$ cat config.mk
export PLATFORM = sky130hd
export DESIGN_NAME = mem_sequencer
export DESIGN_NICKNAME = d
export VERILOG_FILES = /design/src/dft_mem_pkg.sv /design/src/mem_sequencer.sv
export SDC_FILE = /design/constraint.sdc
export NUM_CORES = 1
export LEC_CHECK = 0
export BUFFER_PORTS_ARGS = -buffer_cell sky130_fd_sc_hd__buf_2
export CAP_MARGIN = 10
export CORE_MARGIN = 2
export CORE_UTILIZATION = 49
export DETAILED_ROUTE_END_ITERATION = 7
export HOLD_SLACK_MARGIN = 0.06
export PLACE_DENSITY = 0.82
export SLEW_MARGIN = 15
export SYNTH_ARGS = -nofsm -noshare
export SYNTH_HDL_FRONTEND = slang
export SYNTH_SLANG_ARGS = --single-unit
$ cat constraint.sdc
create_clock -name clk -period 8.3 [get_ports clk]
set_input_delay 1.245 -clock clk [delete_from_list [all_inputs] [get_ports clk]]
set_output_delay 1.245 -clock clk [all_outputs]
set_load 0.01 [all_outputs]
$ cat src/dft_mem_pkg.sv
//----------------------------------------------------------------------
// shared types for the DFT memory controller; packets up to 7 x 256
// points, radices 2 to 5, at most six factor stages
//----------------------------------------------------------------------
package dft_mem_pkg;

	// array geometry
	localparam int num_banks   = 7;
	localparam int num_lanes   = 5;
	localparam int max_factors = 6;
	localparam int bank_depth  = 256;

	typedef logic signed [17:0] in_sample_t;
	typedef logic signed [29:0] sample_t;
	typedef logic [11:0]        addr_t;
	typedef logic [7:0]         bank_row_t;
	typedef logic [2:0]         bank_idx_t;
	typedef logic [2:0]         factor_t;
	typedef logic [2:0]         stage_t;
	typedef logic [num_lanes-1:0] lane_mask_t;

	typedef struct packed {
		sample_t re;
		sample_t im;
	} cplx_t;

	typedef addr_t [num_lanes-1:0] lane_addr_t;
	typedef cplx_t [num_lanes-1:0] lane_data_t;

	// num_factors counts the used entries of factors, from index 0
	typedef struct packed {
		addr_t                       points;
		stage_t                      num_factors;
		factor_t [max_factors-1:0]   factors;
	} dft_cfg_t;

	typedef struct packed {
		logic       valid;
		logic       sop;
		in_sample_t re;
		in_sample_t im;
	} stream_in_t;

	typedef struct packed {
		logic  valid;
		logic  sop;
		logic  eop;
		cplx_t data;
	} stream_out_t;

	//------------------------------------------------------------------
	// radix engine handshake
	//------------------------------------------------------------------
	typedef struct packed {
		logic       valid;
		factor_t    factor;
		stage_t     stage;
		lane_mask_t mask;
		lane_addr_t addr;
		lane_data_t data;
	} bfly_req_t;

	typedef struct packed {
		logic       valid;
		lane_mask_t mask;
		lane_addr_t addr;
		lane_data_t data;
	} bfly_rsp_t;

	typedef enum logic [2:0] {
		st_idle,
		st_sink,
		st_read,
		st_drain,
		st_source
	} mem_state_e;

endpackage

$ cat src/mem_sequencer.sv
//----------------------------------------------------------------------
// samples must arrive on consecutive cycles after sop; the point count
// must equal the product of the factors; a sop while busy is dropped
//----------------------------------------------------------------------
module mem_sequencer
	import dft_mem_pkg::*;
(
	input  logic       clk,
	input  logic       rst_n,
	input  stream_in_t stream_in,
	input  dft_cfg_t   cfg,
	input  logic       rsp_valid,
	output mem_state_e state,
	output lane_mask_t rd_mask,
	output lane_addr_t rd_addr,
	output addr_t      sink_addr,
	output logic       req_valid,
	output factor_t    req_factor,
	output stage_t     req_stage,
	output lane_mask_t req_mask,
	output lane_addr_t req_addr,
	output logic       out_valid,
	output logic       out_sop,
	output logic       out_eop
);

	mem_state_e state_q;
	dft_cfg_t   cfg_r;
	addr_t      sink_cnt;
	addr_t      base;
	addr_t      next_base;
	addr_t      iss_cnt;
	addr_t      rsp_cnt;
	addr_t      rsp_sum;
	stage_t     stage;
	factor_t    cur_factor;
	factor_t    step;
	lane_mask_t lane_mask;
	logic       sop_take;
	logic       issuing;
	logic       p1_read;
	logic       p1_src;
	logic       p1_sop;
	logic       p1_eop;

	assign sop_take   = stream_in.valid && stream_in.sop && state_q == st_idle;
	assign cur_factor = cfg_r.factors[stage];
	// source walks one point per cycle on lane 0
	assign step       = (state_q == st_source) ? factor_t'(1) : cur_factor;
	assign next_base  = base + addr_t'(step);
	assign rsp_sum    = rsp_cnt + addr_t'(rsp_valid);
	assign issuing    = state_q == st_read || state_q == st_source;

	// the sop sample is written in the same cycle it is accepted
	assign state      = sop_take ? st_sink : state_q;
	assign sink_addr  = sink_cnt;

	always_comb
	begin
		for (int j = 0; j < num_lanes; j++)
			lane_mask[j] = j < int'(step);
	end

	//------------------------------------------------------------------
	// FSM with sink, group and response counters
	//------------------------------------------------------------------
	always_ff @(posedge clk)
	begin
		if (!rst_n)
		begin
			state_q  <= st_idle;
			sink_cnt <= '0;
			base     <= '0;
			iss_cnt  <= '0;
			rsp_cnt  <= '0;
			stage    <= '0;
		end
		else
		begin
			case (state_q)
				st_idle:
					if (sop_take)
					begin
						state_q  <= st_sink;
						sink_cnt <= addr_t'(1);
					end
				st_sink:
					if (stream_in.valid)
					begin
						sink_cnt <= sink_cnt + 1'b1;
						if (sink_cnt == cfg_r.points - 1'b1)
						begin
							state_q  <= st_read;
							sink_cnt <= '0;
							base     <= '0;
							iss_cnt  <= '0;
							rsp_cnt  <= '0;
							stage    <= '0;
						end
					end
				st_read:
				begin
					base    <= next_base;
					iss_cnt <= iss_cnt + 1'b1;
					rsp_cnt <= rsp_sum;
					if (next_base >= cfg_r.points)
						state_q <= st_drain;
				end
				st_drain:
				begin
					rsp_cnt <= rsp_sum;
					// last result written on this edge
					if (rsp_sum == iss_cnt)
					begin
						base    <= '0;
						iss_cnt <= '0;
						rsp_cnt <= '0;
						stage   <= stage + 1'b1;
						if (stage + 1'b1 == cfg_r.num_factors)
							state_q <= st_source;
						else
							state_q <= st_read;
					end
				end
				st_source:
				begin
					base <= next_base;
					if (next_base >= cfg_r.points)
					begin
						state_q <= st_idle;
						base    <= '0;
					end
				end
				default:
					state_q <= st_idle;
			endcase
		end
	end

	always_ff @(posedge clk)
	begin
		if (sop_take)
			cfg_r <= cfg;
	end

	//------------------------------------------------------------------
	// lane registers and framing, aligned to the bank read
	//------------------------------------------------------------------
	always_ff @(posedge clk)
	begin
		if (!rst_n)
		begin
			rd_mask   <= '0;
			p1_read   <= 1'b0;
			p1_src    <= 1'b0;
			p1_sop    <= 1'b0;
			p1_eop    <= 1'b0;
			req_valid <= 1'b0;
			out_valid <= 1'b0;
			out_sop   <= 1'b0;
			out_eop   <= 1'b0;
		end
		else
		begin
			rd_mask   <= issuing ? lane_mask : '0;
			p1_read   <= state_q == st_read;
			p1_src    <= state_q == st_source;
			p1_sop    <= state_q == st_source && base == '0;
			p1_eop    <= state_q == st_source && next_base >= cfg_r.points;
			req_valid <= p1_read;
			out_valid <= p1_src;
			out_sop   <= p1_sop;
			out_eop   <= p1_eop;
		end
	end

	always_ff @(posedge clk)
	begin
		for (int j = 0; j < num_lanes; j++)
			rd_addr[j] <= base + addr_t'(j);
		req_addr <= rd_addr;
		req_mask <= rd_mask;
	end

	// stage is stable until every response of the stage is back
	assign req_factor = cur_factor;
	assign req_stage  = stage;

endmodule

==> results_dict.tcl, run 1 <==
set metrics [dict create \
    finalHoldViolCount 0 \
    avgSynthCellArea_sq_um 10.50 \
    start_util 0.4958 \
    cp_cell_sequence "mux4_2 -> nand2_1 -> o21ai_0 -> nand2_1 -> inv_1 -> ha_1 -> a21o_1 -> a21oi_1 -> nor2_1 -> xor2_1 -> ha_1 -> a21o_1 -> a21o_1 -> a2111oi_0 -> o21a_1 -> o21ai_0 -> o21ai_0 -> buf_4 -> nand2_1 -> o21ai_0" \
    dp_slack_ps 2945 \
    whs_path_depth 0 \
    power_mw 2.086 \
    cp-start-kind "flop" \
    drtPass1Iterations 7 \
    rsz0062_at_grt "false" \
    fillers 1455 \
    ys_top_cells_by_area "dfxtp_1 43%, edfxtp_1 12%, xnor2_1 5.9%" \
    holdWs_ps 341.8 \
    cts_buffers 22 \
    synth_flop_cell "dfxtp_1" \
    tightest_slew_ps 889.0 \
    setup_ws_ps 2907 \
    h-tree-depth 1 \
    grt_max_degree 37 \
    fp-row-count 48 \
    worstHoldStart "rd_mask[0]$_SDFF_PN0_" \
    netlist_instances 808 \
    ys_ff_latch 217 \
    crit_top_cell "o21ai_0" \
    root_buffer "clkbuf_16" \
    track_usage 0.2034 \
    overflow 0 \
    post-route-period-util 0.6498 \
    cts.path.max_buffers 3 \
    drtIter0Drc 376 \
    die_area_sq_mm 0.01839 \
    fin_crit_ps 5393 \
    hold_end "req_mask[0]$_DFF_P_" \
    synth.net_count 911 \
    die_w_microns 135.6 \
    multi_input_area_sq_mm 0.003447 \
    path_max_fanout 12 \
    postCtsSetupBuffers 0 \
    vias 6299 \
    wl_microns 19050 \
    setup_tns_ps 0 \
    final_cell_mix "192 x buf_2, 184 x dfxtp_1, 80 x nand2_1, 57 x xnor2_1, 49 x nor2_1" \
    synth_cell_type_count 71 \
    cap_viol_max_count 0 \
    postCtsResizedCells 0 \
    reg2reg_to "base[1]$_SDFFE_PN0P_" \
    synth_area_sq_mm 0.008486 \
    r2r_slack_ps 2910 \
    path_clk_slew_ps 60 \
    cts_hold_buf 0 \
    relSlewSlack 0.4034 \
    mostFrequentLayoutCell "buf_2" \
    regArea_sq_mm 0.004674 \
    finalWeightedCongestion 0.8936 \
    wl_per_cell_microns 15.65 \
    boundaryPins 229 \
    postRouteAntennaNets 0 \
    grt_pass1_wl_microns 29980 \
    finalSetupViolCount 0 \
    max_clock_freq_ghz 0.1854 \
    maxSlewViolCount 0 \
    criticalPathCategory "flop to flop" \
    antennaDiodeCount 0 \
    min_path_type "flop to flop" \
    end_kind "flop" \
    worstSkewPairLatency_ps 510 \
    cts_tree "built" \
    async_flop_share 0 \
    dp_hpwl_microns 13890 \
    p_leak_nw 4.487 \
    irDropWorstVdd_mv 0.1552 \
    seq_area_frac_synth 0.5509 \
    worstPathRequired_ps 8720 \
    core_area_sq_mm 0.01712 \
    synthDominantCellAreaShare 0.4341 \
    final_nets 1080 \
    port_buffers 192 \
    arrival_ps 5810 \
    max_stage_delay_ps 670 \
    r2r_start "req_stage[0]$_SDFFE_PN0P_" \
    drive_gt1_frac 0.2470 \
    clock_sinks 217 \
    synth-edff-count 33 \
    status "complete, no violations" \
    area_delta_synth_final_pct 20.33 \
    drt-vias-per-instance 5.176 \
    fp.dieH_microns 135.6 \
    reg2reg_depth 20 \
    ys_warn_count 0 \
    drc 0 \
    fin_skew_ps 10.04 \
    synth_top_area_cell "dfxtp_1" \
    antenna_found_initial 0 \
    slowest_stage "dfxtp_1" \
    first_global_vias 5856 \
    power_density_mw_per_mm2 204.3 \
]
cells in the mapped netlist (3+ instances only):
cell / number
dfxtp_1: 184
nand2_1: 80
xnor2_1: 57
nor2_1: 49
inv_1: 35
edfxtp_1: 33
o21ai_0: 33
xor2_1: 33
clkbuf_1: 30
ha_1: 28
nand3_1: 28
a21oi_1: 23
nand4_1: 15
a31oi_1: 13
mux2i_1: 11
buf_4: 9
nand2b_1: 9
nor3_1: 9
nor4_1: 9
or3_1: 9
and3_1: 8
a32o_1: 7
and2_1: 7
o21a_1: 6
a21o_1: 5
buf_1: 5
and4_1: 4
nor2b_1: 4
or2_2: 4
a211o_1: 3
a211oi_1: 3
a22o_1: 3
mux4_2: 3
o22ai_1: 3
or4_1: 3
critical path: cells and delay by family (launching register included):
family	cells	cell delay, ps
AO/OA/AOI/OAI	10	2470
flip-flops	1	670
multiplexers	1	580
adder cells (fa/ha/maj)	2	560
AND/OR/NAND/NOR	4	520
buffers and inverters	2	280
XOR/XNOR	1	250
flip-flops by register name, indices dropped and copies added (netlist names), 12 cells and up:
name       count
cfg_r         33
iss_cnt       12
req_addr      56
base          12
rsp_cnt       12
sink_addr     12
rd_addr       56
cell families after synthesis:
group / Yosys count / share of synthesized area
buf+inv: 85 / 0.04379
simple gates: 250 / 0.1479
fa+ha+maj: 29 / 0.04365
mux: 14 / 0.02094
compound gates: 123 / 0.09997
flops: 217 / 0.5509
xor+xnor: 90 / 0.09289
through the flow:
step | area, sq um | util | std cells
floorplan | 8486 | - | 808
global placement | 9507 | 0.5554 | 1178
detailed placement | 9507 | 0.5554 | 1178
CTS | 10200 | 0.5961 | 1217
global route | 10210 | 0.5966 | 1217
finish | 10210 | 0.5966 | 1217
area by class of cell:
cell class | count | share of cell area
inverter | 36 | 0.01323
timing repair buffer | 194 | 0.09558
tap | 225 | 0.02757
sequential | 217 | 0.4578
multi-input combinational | 506 | 0.3376
clock buffer | 33 | 0.06090
clock inverter | 6 | 0.007352
how the worst max path moves through the flow:
stage	start	to	slack, ps	cells after the start
2_1_floorplan	req_stage[0]$_SDFFE_PN0P_	base[3]$_SDFFE_PN0P_	3350	21
5_1_grt	req_stage[0]$_SDFFE_PN0P_	base[1]$_SDFFE_PN0P_	2410	20
3_3_place_gp	req_stage[0]$_SDFFE_PN0P_	base[3]$_SDFFE_PN0P_	3160	20
4_1_cts	req_stage[0]$_SDFFE_PN0P_	base[1]$_SDFFE_PN0P_	2930	20
3_5_place_dp	req_stage[0]$_SDFFE_PN0P_	base[1]$_SDFFE_PN0P_	2950	20
6_report	req_stage[0]$_SDFFE_PN0P_	base[1]$_SDFFE_PN0P_	2910	20
routing by layer:
layer,routed length (microns),part of all wire,vias up,global-route usage
met3,1472,0.077,29,0.04564
met4,401,0.021,0,0.05498
li1,-,-,3129,-
met2,9287,0.49,227,0.3586
met5,0,0,-,0
met1,7889,0.41,2914,0.2508
power by group:
group          total (mW)  internal (mW)  leakage, nW  switching, mW
clock network       0.946          0.552        0.332          0.394
registers            1.08           1.08         1.79        0.00733
logic              0.0557         0.0225         2.37         0.0332
total                2.09           1.65         4.49          0.435
(Power assumes the default switching activity.)
==> run 2, diff against run 1 <==
--- a/config.mk
+++ b/config.mk
@@ -5,10 +5,11 @@
 export SDC_FILE = /design/constraint.sdc
 export NUM_CORES = 1
 export LEC_CHECK = 0
+export ABC_AREA = 1
 export BUFFER_PORTS_ARGS = -buffer_cell sky130_fd_sc_hd__buf_2
 export CAP_MARGIN = 10
 export CORE_MARGIN = 2
-export CORE_UTILIZATION = 49
+export CORE_UTILIZATION = 47
 export DETAILED_ROUTE_END_ITERATION = 7
 export HOLD_SLACK_MARGIN = 0.06
 export PLACE_DENSITY = 0.82
==> constraint.sdc (replaced) <==
create_clock -name clk -period 4.9 [get_ports clk]
set_input_delay 0.735 -clock clk [delete_from_list [all_inputs] [get_ports clk]]
set_output_delay 0.735 -clock clk [all_outputs]
set_load 0.01 [all_outputs]
==> run 2 against run 1 <==
  * Worst setup slack lost 2500 ps
  * Clock power grew 62%
  * Cell area grew 2.2%
  * Die area grew 5.5%
  * Global-route usage shrank 0.53 points
==> results_dict.tcl, run 2 <==
set metrics [dict create \
    status "complete, no violations" \
    ys_warn_count 0 \
    area_delta_synth_final_pct 21.33 \
    post-route-period-util 0.9171 \
    seq_area_frac_synth 0.5433 \
    avgSynthCellArea_sq_um 8.528 \
    antennaDiodeCount 0 \
    use_met3 0.04439 \
    h-tree-depth 1 \
    fillers 1555 \
    final_nets 1310 \
    irDropWorstVdd_mv 0.4235 \
    maxSlewViolCount 0 \
    vias 7186 \
    ys_top_cells_by_area "dfxtp_1 43%, edfxtp_1 12%, nand2_1 11%" \
    antenna_found_initial 1 \
    synth.net_count 1112 \
    criticalPathCategory "flop to flop" \
    root_buffer "clkbuf_16" \
    overflow 0 \
    drtPass1Iterations 5 \
    path_clk_slew_ps 60 \
    cts.path.max_buffers 3 \
    drc 0 \
    fin_crit_ps 4494 \
    cts_buffers 22 \
    setup_tns_ps 0 \
    drtIter0Drc 493 \
    finalHoldViolCount 0 \
    start_util 0.4790 \
    synth-edff-count 33 \
    port_buffers 192 \
    grt_pass1_wl_microns 31920 \
    max_clock_freq_ghz 0.2225 \
    cts_tree "built" \
    final_cell_mix "260 x nand2_1, 192 x buf_2, 183 x dfxtp_1, 114 x inv_1, 97 x nor2_1" \
    synth.cells.most_frequent "260 x nand2_1, 184 x dfxtp_1, 115 x inv_1, 98 x nor2_1, 59 x nand3_1" \
    finalSetupViolCount 0 \
    drive_gt1_frac 0.2119 \
    min_path_type "flop to flop" \
    use_met1 0.2455 \
    fp.dieH_microns 139.3 \
    p_leak_nw 4.951 \
    wl_per_cell_microns 13.82 \
    synthDominantCellAreaShare 0.4281 \
    use_met2 0.3426 \
    worstPathRequired_ps 5330 \
    postRouteAntennaNets 0 \
    fp-row-count 49 \
    grt.busiest_layer "met2" \
    track_usage 0.1981 \
    yosysMostFrequentCell "nand2_1" \
    die_w_microns 139.3 \
    core_area_sq_mm 0.01796 \
    drt-vias-per-instance 4.952 \
    boundaryPins 229 \
    mostFrequentLayoutCell "nand2_1" \
    arrival_ps 4920 \
    first_global_vias 6601 \
    synth_flop_cell "dfxtp_1" \
    end_kind "flop" \
    synth_cell_type_count 37 \
    async_flop_share 0 \
    synth_top_area_cell "dfxtp_1" \
    worstSkewPairLatency_ps 500 \
    grt_max_degree 44 \
    dp_hpwl_microns 15160 \
    finalWeightedCongestion 0.9494 \
    cap_viol_max_count 0 \
    r2r_slack_ps 410 \
    placed_cell_area_sq_mm 0.009752 \
    ys_ff_latch 217 \
    design_area_sq_mm 0.01044 \
    power_density_mw_per_mm2 452.9 \
    clock_sinks 217 \
    fin_skew_ps 7.328 \
    largestRegisters "rd_addr (56), req_addr (56), cfg_r (33)" \
    wl_microns 20050 \
    relSlewSlack 0.5866 \
    synth_area_sq_mm 0.008605 \
    tightest_slew_ps 619.2 \
    netlist_instances 1009 \
    cp-start-kind "flop" \
    path_max_fanout 13 \
    die_area_sq_mm 0.01941 \
]
-- run 2: cell count changes in the layout (fill, tap and decap cells not counted), moves of 27 or more --
| cell | before | now |
|---|---|---|
| xnor2_1 | 57 | 5 |
| nand2_1 | 80 | 260 |
| inv_1 | 35 | 114 |
| nor2_1 | 49 | 97 |
| nand3_1 | 28 | 59 |
| a21oi_1 | 23 | 50 |
-- run 2: layout make-up --
cell class	count	area [sq um]	share of cell area
inverters	118	446.7	0.04279
clock inverters	10	71.32	0.006831
multi-input cells	647	3334	0.3194
flip-flops and latches	217	4676	0.4479
well taps	229	286.5	0.02744
clock buffers	29	596.8	0.05717
repair buffers	201	1028	0.09851
-- run 2: cells by family after synthesis --
logic type               share of synthesized area
flip-flops                                  0.5433
AND/OR/NAND/NOR                             0.2364
multiplexers                              0.001309
adder cells (fa/ha/maj)                    0.04304
XOR/XNOR                                   0.04581
AO/OA/AOI/OAI                              0.06064
buffers and inverters                      0.06951
-- run 2: worst paths after layout --
| check | from | endpoint | depth (start not counted) |
|---|---|---|---|
| worst max-delay path | req_stage[0]$_SDFFE_PN0P_ | base[11]$_SDFFE_PN0P_ | 27 |
| worst min-delay path | rd_addr[23]$_DFF_P_ | req_addr[23]$_DFF_P_ | 0 |
| worst max register to register | req_stage[0]$_SDFFE_PN0P_ | base[11]$_SDFFE_PN0P_ | 27 |
| worst min register to register | rd_addr[23]$_DFF_P_ | req_addr[23]$_DFF_P_ | 0 |
-- run 2: critical path: stages (launching register included) --
cell	delay, ps
dfxtp_2	400
clkinvlp_4	170
buf_4	130
nor2_1	30
o32ai_1	220
nand2_1	90
o21ai_1	170
nor2_1	70
inv_1	90
ha_1	180
inv_1	70
fa_1	390
o21ai_0	300
nand2_1	110
nor2_1	160
nand2_1	80
xor2_1	250
ha_1	300
nand2_1	60
nor2_1	40
a211oi_1	210
nand2_1	80
a21oi_1	160
nand2_1	90
o21ai_0	150
buf_4	210
nand2_1	60
a21oi_1	140
-- run 2: where the power goes --
group,switching [mW],internal (mW)
Sequential,0.129,2.01
Combinational,0.693,0.365
Clock,0.669,0.864
-- run 2: timing repair --
action                     in CTS  in global routing
setup endpoints to repair       0                 15
gates resized for setup         0                  4
hold buffers                    0                  0
setup buffers                   0                  2
-- run 2: per-layer routing --
metal  vias up  wire [microns]
met5         -              13
met4         2             579
met3        48            1621
met2       308            9471
met1      3220            8361
li1       3608               -
-- run 2: stage by stage --
| stage | hold WS, ps | cells | total power [mW] | utilization | worst slack, ps |
|---|---|---|---|---|---|
| floorplan | 325.8 | 1009 | 2.886 | - | 730.3 |
| global placement | 332.4 | 1410 | 3.188 | 0.5429 | 418.4 |
| detailed placement | 330.7 | 1410 | 3.224 | 0.5429 | 329.6 |
| CTS | 344.9 | 1449 | 4.761 | 0.5801 | 249.2 |
| global route | 351.4 | 1451 | 4.977 | 0.5812 | -3.278 |
| finish | 344.6 | 1451 | 4.728 | 0.5812 | 406.2 |
